File: src/design/tx_pack.sv
// Shared widths, types and PRBS constants for the serializing TX lane

package tx_pack;

    // Datapath widths
    localparam int word_w = 16;    // Parallel word from the source
    localparam int nib_w  = 4;     // Quarter-rate lane width
    localparam int cnt_w  = 4;     // Bit-time counter, one word period

    typedef logic [word_w-1:0] word_t;
    typedef logic [nib_w-1:0]  nib_t;

    // PRBS-15, x^15 + x^14 + 1
    localparam int prbs_len = 15;
    // Tap mask on state bits 14 and 13, XOR of the masked bits is the feedback
    localparam logic [prbs_len-1:0] prbs_poly = 15'h6000;
    localparam logic [prbs_len-1:0] prbs_seed = '1;    // Any nonzero value works

    // Edges from the word capture edge to the first bit on dout_p
    //   +4  first nibble into the QR stage, MSB straight into the retime flop
    //   +5  driver register
    localparam int first_bit_lat = 5;

endpackage

File: src/design/tx_clk_ctrl.sv
`timescale 1ns/1ns

`default_nettype none

// Replaces the divider chain, all strobes come from one bit-time counter
module tx_clk_ctrl import tx_pack::*; (
    input  wire logic mdll_clk,    // Bit-rate clock
    input  wire logic rst,
    input  wire logic en_tx,       // Lane enable
    output logic      word_ld,     // One pulse per 16 bit times
    output logic      nib_ld,      // One pulse per 4 bit times
    output logic      drv_en       // Driver on, level
);

    logic [cnt_w-1:0] cnt;         // Bit time within the word
    logic [cnt_w-1:0] dly;         // Edges since the first word capture
    logic             drv_on;      // First valid bit has reached the driver

    // Held at 0 while disabled so the first word always lands at count 15
    always_ff @(posedge mdll_clk) begin
        if (rst) begin
            cnt <= '0;
        end else if (!en_tx) begin
            cnt <= '0;
        end else begin
            cnt <= cnt + 1'b1;                  // Wraps at 15
        end
    end

    // Word capture on the last bit time of the period
    assign word_ld = en_tx & (&cnt);

    // Nibble load every fourth bit time, lines up with word_ld at count 15
    assign nib_ld = en_tx & (&cnt[1:0]);

    // Start delay, begins on the first word_ld after enable
    always_ff @(posedge mdll_clk) begin
        if (rst) begin
            dly    <= '0;
            drv_on <= 1'b0;
        end else if (!en_tx) begin
            dly    <= '0;
            drv_on <= 1'b0;
        end else if (!drv_on) begin
            if (word_ld || dly != '0) begin
                dly <= dly + 1'b1;
            end
            // dly reaches first_bit_lat on edge E+4, driver turns on at E+5
            if (dly == cnt_w'(first_bit_lat)) begin
                drv_on <= 1'b1;
            end
        end
    end

    // Driver follows en_tx down without waiting for a clock
    assign drv_en = drv_on & en_tx;

    // Last nibble of a word must move on the same edge that captures the next word
    a_word_ld_nib_ld: assert property (
        @(posedge mdll_clk) disable iff (rst)
        word_ld |-> nib_ld
    ) else $error("word_ld without nib_ld");

endmodule

`default_nettype wire

File: src/design/prbs_gen16.sv
`timescale 1ns/1ns

`default_nettype none

// Word source, either external data or sixteen PRBS-15 bits per word
module prbs_gen16 import tx_pack::*; (
    input  wire logic  mdll_clk,
    input  wire logic  rst,
    input  wire logic  word_ld,     // Advance to the next word
    input  wire logic  use_prbs,    // 1 selects the internal PRBS
    input  wire word_t din,         // External word
    output word_t      word         // To the half-rate stage
);

    logic [prbs_len-1:0] lfsr;      // Fibonacci state
    logic [prbs_len-1:0] lfsr_nxt;  // State sixteen steps on
    logic [prbs_len-1:0] stp;       // Walking state in the unroll
    logic                fb;        // Feedback bit of one step
    word_t               prbs_word; // Bits of the next sixteen steps

    // Sixteen LFSR steps unrolled, first bit produced goes to the MSB
    always_comb begin
        stp = lfsr;
        fb  = 1'b0;
        for (int i = 0; i < word_w; i++) begin
            fb                     = ^(stp & prbs_poly);
            prbs_word[word_w-1-i]  = fb;
            stp                    = {stp[prbs_len-2:0], fb};
        end
        lfsr_nxt = stp;
    end

    always_ff @(posedge mdll_clk) begin
        if (rst) begin
            lfsr <= prbs_seed;
        end else if (word_ld) begin
            lfsr <= lfsr_nxt;               // Current word consumed this edge
        end
    end

    assign word = use_prbs ? prbs_word : din;

    // All-zero state would lock the generator
    a_lfsr_nonzero: assert property (
        @(posedge mdll_clk) disable iff (rst)
        lfsr != '0
    ) else $error("PRBS state is zero");

endmodule

`default_nettype wire

File: src/design/hr_16t4_mux.sv
`timescale 1ns/1ns

`default_nettype none

// Half-rate 16 to 4 stage, stores the word in lane-interleaved order
module hr_16t4_mux import tx_pack::*; (
    input  wire logic  mdll_clk,
    input  wire logic  rst,
    input  wire logic  word_ld,     // Capture a new word
    input  wire logic  nib_ld,      // QR stage takes the current nibble
    input  wire word_t word,
    output nib_t       nib          // Nibble presented to the QR stage
);

    localparam int n_lane = word_w / nib_w;    // 4 lanes, each nib_w bits

    word_t      ilv;                // Reordered input
    word_t      word_r;             // Captured word, interleaved
    logic [1:0] idx;                // Nibble in flight, 0 goes first
    logic [1:0] pos;                // Lane bit position for idx

    // Lane j holds bits 15-j, 7-j, 11-j, 3-j at positions 0..3
    always_comb begin
        for (int j = 0; j < n_lane; j++) begin
            ilv[nib_w*j + 0] = word[word_w - 1 - j];
            ilv[nib_w*j + 1] = word[word_w/2 - 1 - j];
            ilv[nib_w*j + 2] = word[3*word_w/4 - 1 - j];
            ilv[nib_w*j + 3] = word[word_w/4 - 1 - j];
        end
    end

    always_ff @(posedge mdll_clk) begin
        if (word_ld) begin
            word_r <= ilv;
        end
    end

    // Index restarts with each word, otherwise steps per nibble load
    always_ff @(posedge mdll_clk) begin
        if (rst) begin
            idx <= '0;
        end else if (word_ld) begin
            idx <= '0;
        end else if (nib_ld) begin
            idx <= idx + 1'b1;
        end
    end

    // Lane position is the bit-reversed index, so positions run 0, 2, 1, 3
    assign pos = {idx[0], idx[1]};

    // One bit per lane, lane 0 carries the earliest bit of the nibble
    always_comb begin
        for (int j = 0; j < nib_w; j++) begin
            nib[j] = word_r[nib_w*j + pos];
        end
    end

endmodule

`default_nettype wire

File: src/design/qr_4t1_mux.sv
`timescale 1ns/1ns

`default_nettype none

// Quarter-rate 4 to 1 stage with a retiming flop on the serial output
module qr_4t1_mux import tx_pack::*; (
    input  wire logic mdll_clk,
    input  wire logic rst,
    input  wire logic nib_ld,       // Take a new nibble
    input  wire nib_t nib,          // nib[0] is the earliest bit
    output logic      bit_out       // Serial bit, one per clock
);

    logic [nib_w-2:0] sr;           // Bits still waiting after the first
    logic [nib_w-2:0] sr_ld;        // Remaining bits, MSB goes out next
    logic             retime;       // Output flop

    // Un-interleave, nib[1] leaves first from the shift register
    always_comb begin
        for (int i = 0; i < nib_w - 1; i++) begin
            sr_ld[nib_w-2-i] = nib[i+1];
        end
    end

    always_ff @(posedge mdll_clk) begin
        if (nib_ld) begin
            sr <= sr_ld;
        end else begin
            sr <= {sr[nib_w-3:0], 1'b0};    // Shift every bit time
        end
    end

    // First bit of a nibble bypasses the shift register, no gap at the seam
    always_ff @(posedge mdll_clk) begin
        if (rst) begin
            retime <= 1'b0;
        end else begin
            retime <= nib_ld ? nib[0] : sr[nib_w-2];
        end
    end

    assign bit_out = retime;

    // Back-to-back loads would drop the rest of a nibble
    a_nib_ld_spacing: assert property (
        @(posedge mdll_clk) disable iff (rst)
        nib_ld |=> !nib_ld
    ) else $error("nib_ld on consecutive cycles");

endmodule

`default_nettype wire

File: src/design/output_buf_tx.sv
`timescale 1ns/1ns

`default_nettype none

// Differential driver, registered data with optional polarity swap
module output_buf_tx (
    input  wire logic mdll_clk,
    input  wire logic rst,
    input  wire logic bit_in,       // Serial bit from the QR stage
    input  wire logic drv_en,       // Driver on
    input  wire logic invert,       // Swap line polarity
    output logic      dout_p,
    output logic      dout_n
);

    logic q;                        // Driver data flop

    always_ff @(posedge mdll_clk) begin
        if (rst) begin
            q <= 1'b0;
        end else begin
            q <= bit_in ^ invert;
        end
    end

    // Both legs idle low when off
    assign dout_p = drv_en ? q  : 1'b0;
    assign dout_n = drv_en ? ~q : 1'b0;

    a_diff_pair: assert property (
        @(posedge mdll_clk) disable iff (rst)
        drv_en |-> (dout_p != dout_n)
    ) else $error("dout_p and dout_n equal while enabled");

endmodule

`default_nettype wire

File: src/design/tx_top.sv
`timescale 1ns/1ns

`default_nettype none

// TX lane, source -> 16:4 -> 4:1 -> driver, all on one bit-rate clock
module tx_top import tx_pack::*; (
    input  wire logic  mdll_clk,    // Bit-rate clock, stands in for the PI phases
    input  wire logic  rst,         // Global TX reset
    input  wire word_t din,         // External word, valid while word_strobe is high
    input  wire logic  use_prbs,
    input  wire logic  en_tx,
    input  wire logic  invert,
    output logic       word_strobe, // Word request to the external source
    output logic       dout_p,
    output logic       dout_n
);

    logic  word_ld;
    logic  nib_ld;
    logic  drv_en;
    word_t src_word;                // Source to half-rate stage
    nib_t  qr_nib;                  // Half-rate to quarter-rate stage
    logic  ser_bit;                 // QR stage to driver

    tx_clk_ctrl u_ctrl (
        .mdll_clk (mdll_clk),
        .rst      (rst),
        .en_tx    (en_tx),
        .word_ld  (word_ld),
        .nib_ld   (nib_ld),
        .drv_en   (drv_en)
    );

    prbs_gen16 u_src (
        .mdll_clk (mdll_clk),
        .rst      (rst),
        .word_ld  (word_ld),
        .use_prbs (use_prbs),
        .din      (din),
        .word     (src_word)
    );

    hr_16t4_mux u_hr (
        .mdll_clk (mdll_clk),
        .rst      (rst),
        .word_ld  (word_ld),
        .nib_ld   (nib_ld),
        .word     (src_word),
        .nib      (qr_nib)
    );

    qr_4t1_mux u_qr (
        .mdll_clk (mdll_clk),
        .rst      (rst),
        .nib_ld   (nib_ld),
        .nib      (qr_nib),
        .bit_out  (ser_bit)
    );

    output_buf_tx u_buf (
        .mdll_clk (mdll_clk),
        .rst      (rst),
        .bit_in   (ser_bit),
        .drv_en   (drv_en),
        .invert   (invert),
        .dout_p   (dout_p),
        .dout_n   (dout_n)
    );

    assign word_strobe = word_ld;   // Plays the part of clk_prbsgen

endmodule

`default_nettype wire

File: config.mk
export PLATFORM = sky130hd
export DESIGN_NAME = tx_top
export DESIGN_NICKNAME = d
export VERILOG_FILES = /design/src/design/tx_pack.sv /design/src/design/tx_clk_ctrl.sv /design/src/design/prbs_gen16.sv /design/src/design/hr_16t4_mux.sv /design/src/design/qr_4t1_mux.sv /design/src/design/output_buf_tx.sv /design/src/design/tx_top.sv
export SDC_FILE = /design/constraint.sdc
export NUM_CORES = 1
export LEC_CHECK = 0
export BUFFER_PORTS_ARGS = -buffer_cell sky130_fd_sc_hd__buf_2
export CAP_MARGIN = 10
export CORE_MARGIN = 3
export CORE_UTILIZATION = 40
export CTS_BUF_LIST = sky130_fd_sc_hd__clkbuf_2
export DETAILED_ROUTE_END_ITERATION = 7
export SLEW_MARGIN = 10
export SYNTH_ARGS = -nofsm -noshare
export SYNTH_HDL_FRONTEND = slang
export SYNTH_SLANG_ARGS = --single-unit
File: constraint.sdc
create_clock -name mdll_clk -period 1.6 [get_ports mdll_clk]
set_clock_uncertainty 0.1 [all_clocks]
set_input_delay 0.32 -clock mdll_clk [delete_from_list [all_inputs] [get_ports mdll_clk]]
set_output_delay 0.32 -clock mdll_clk [all_outputs]
set_load 0.02 [all_outputs]
==> out/results.txt <==
Outcome -> complete, but fails checks
Failing checks -> setup timing
Prevailing post-synth register cell -> dfxtp_1
Starting Density -> 42.3%
Avg Inst Size Synth -> 10.9 um^2
Worst-Skew Late Latency -> 0.41 ns
EDFF count, synth -> 16
Largest stage delay, worst path -> 0.39 ns
Final hold vios -> 0
Vias per inst -> 4.74
Residual DRC -> 0
Most numerous cell in the Yosys netlist -> nor2_1
Most common library cells after synthesis -> nor2_1, dfxtp_1, xnor2_1
Worst Path Arrival -> 1.31 ns
Gr usage total -> 13.4%
Layout cells sized above 1 -> 24.9%
Buf+Inv Stages, Crit Path -> 2
Post-CTS Hold Fix Bufs -> 0
Die W -> 77.6 um
Worst-path fanout max -> 2
Hold Slack -> 0.0427 ns
Final Max Slew Viols -> 0
Setup Crit Path Kind -> flip-flop to output port
Final WL -> 3730 um
Synthesized area -> 0.00205 mm^2
RSZ-0062 raised after global routing -> true
Worst slack at placement -> 0.102 ns
Crit path cell chain -> ha_4 -> nand4_4 -> clkinvlp_4 -> buf_6
Critical path capture point type -> output port
Post-synthesis sequential area ratio -> 53.7%
Pre-antenna DRT Iters -> 4
Achievable Freq -> 579 MHz
Setup ws final -> -0.126 ns
Wire per inst -> 13.0 um
Fin crit period -> 1.73 ns
Area of the core -> 0.00485 mm^2
Die area -> 0.00603 mm^2
Distinct cells, synth -> 29
Placer Congestion -> 0.736
DRT antenna net count -> 0
Final period util -> 108%
Synthesized netlist cell count -> 188
CTS max path bufs -> 2
H-tree depth -> 2
Storage element area -> 0.00111 mm^2
Syn_nets -> 213
Footprint of the multi-input gates -> 925 um^2
Total global routing overflow -> 0
Global-route wire length before repair -> 6310 um
Vias in the first global route -> 1,309
Synth Register Bits -> 47
Clock Tree Root -> clkbuf_2
Syn-to-layout area delta -> 16.3%
FFs w/ async S/R, synth -> 0%
Most area-consuming cells after synthesis -> dfxtp_1, edfxtp_1, xnor2_1, nor2_1, a211o_1
Startpoint types -> flip-flop
Clock transition at path regs -> 0.23 ns
Buffers on Ports -> 23
Worst slew pin tran -> 0.424 ns
Pwr dens -> 749 mW/mm^2
Site Rows -> 25
Data required time at the worst endpoint -> 1.18 ns
Top Family by Delay on Critical Path -> flip-flops
Initial drt markers -> 43
Largest net degree at the start of global routing -> 22
Hold Crit Class -> input pin to flip-flop
Final nets -> 245
Slew headroom -> 71.7%
Leak pwr -> 0.869 nW
Max Cap Violations -> 0
Chip height -> 77.6 um
TritonCTS clock tree -> yes
Antenna violations before repair -> 0
Slowest CP cell -> dfxtp_2
CTS buffer count -> 5
Fin util -> 49.2%
Estimated wirelength of the detail-placed design -> 2730 um
Final setup fails -> 1
Largest area contributor in the netlist -> dfxtp_1
Yosys warning total -> 0
Share of the synthesized area in the top cell type -> 30.2%
# clock sinks -> 47
Worst vdd ir -> 0.000367 V
Filler cells -> 465
# diodes -> 0
IO Count -> 24
DR vias -> 1,364
## area by class of cell
cell class / instances / share of cell area, %
Clock inverter: 2 / 0.315
Clock buffer: 6 / 1.26
Sequential cell: 47 / 46.4
Inverter: 4 / 0.787
Tap cell: 67 / 3.51
Timing Repair Buffer: 34 / 8.97
Multi-Input combinational cell: 128 / 38.8
## metal layers
layer / wire [um] / GRT usage [%] / vias up
li1: - / - / 722
met1: 1910 / 18.6 / 616
met2: 1620 / 19.5 / 21
met3: 163 / 4.87 / 5
met4: 39 / 3.74 / 0
met5: 0 / 0 / -
## power by group
part | switching (W) | internal [W] | total [W]
registers | 0.00000339 | 0.00124 | 0.00124
clock network | 0.000346 | 0.000105 | 0.000451
logic | 0.0000521 | 0.0000410 | 0.0000931
total | 0.000402 | 0.00139 | 0.00179
## stage by stage
stage | area (um^2) | instances | setup TNS [ns] | total power, W
detailed placement | 2280 | 275 | 0 | 0.00136
finish | 2390 | 288 | -0.126 | 0.00179
global route | 2390 | 288 | -0.241 | 0.00186
global placement | 2280 | 275 | 0 | 0.00136
CTS | 2360 | 287 | -0.173 | 0.00182
floorplan | 2080 | 188 | 0 | 0.00131
## cell usage in the layout, fill, tap and decap left out
master      Yosys  routed
inv_1           4       3
edfxtp_1       16      16
and3_1          1       1
a21oi_2         0       1
a31oi_2         0       1
nand4b_1        1       1
nand2b_1        1       1
buf_4           0      10
mux2i_1         2       2
buf_6           1       3
dfxtp_1        31      28
dfxtp_2         0       2
nor3_1          2       2
nor2b_1         3       3
clkinv_1        0       2
a21bo_2         1       1
ha_1            4       3
clkinvlp_4      0       1
a311oi_1        1       1
dfxtp_4         0       1
nor2_1         37      37
nand3_1         3       3
buf_2           3      21
clkbuf_2        0       6
mux4_1          2       2
ha_4            0       1
nand2_2         0       1
a211o_1        14      14
xnor2_1        20      20
and2_1          1       1
mux2_2          3       3
nand2_1         7       6
mux4_2          2       2
nand4_4         0       1
a21oi_1        17      16
xor2_1          3       3
a31oi_1         2       1
## cells by family after synthesis
family / count (synthesis) / share of synthesized area [%]
adder cells (fa/ha/maj): 4 / 2.44
flip-flops: 47 / 53.7
XOR/XNOR: 23 / 9.82
AND/OR/NAND/NOR: 57 / 12.1
AO/OA/AOI/OAI: 35 / 11.6
multiplexers: 9 / 7.38
buffers and inverters: 13 / 2.93
## tightest hold or removal path: stages
cell,delay [ns]
buf_2,0.08
xnor2_1,0.07
nor2_1,0.07
## registers in the layout, indices dropped and copies added, names as in the netlist
signal / cells
u_ctrl.dly: 4
u_buf.q: 1
u_ctrl.cnt: 4
u_qr.bit_out: 1
u_hr.word_r: 16
u_hr.idx: 2
u_qr.sr: 3
u_ctrl.drv_on: 1
u_src.lfsr: 15
## path summary, 6_finish.rpt
path / slack [ns] / cells past startpoint / startpoint / endpoint
worst min register to register: 0.34 / 2 / u_qr.sr[2]$_DFF_P_ / u_qr.bit_out$_SDFF_PP0_
worst min-delay path: 0.04 / 3 / invert / u_buf.q$_SDFF_PP0_
worst max register to register: 0.05 / 6 / u_ctrl.cnt[1]$_SDFF_PP0_ / u_src.lfsr[1]$_SDFFE_PP1P_
worst max-delay path: -0.13 / 4 / u_ctrl.cnt[1]$_SDFF_PP0_ / word_strobe
## what timing repair did
action	4_1_cts	5_1_grt
setup buffers	4	1
setup endpoints to repair	4	8
pin swaps	2	3
resized for setup	5	6
Power figures use the tool's default switching activity.
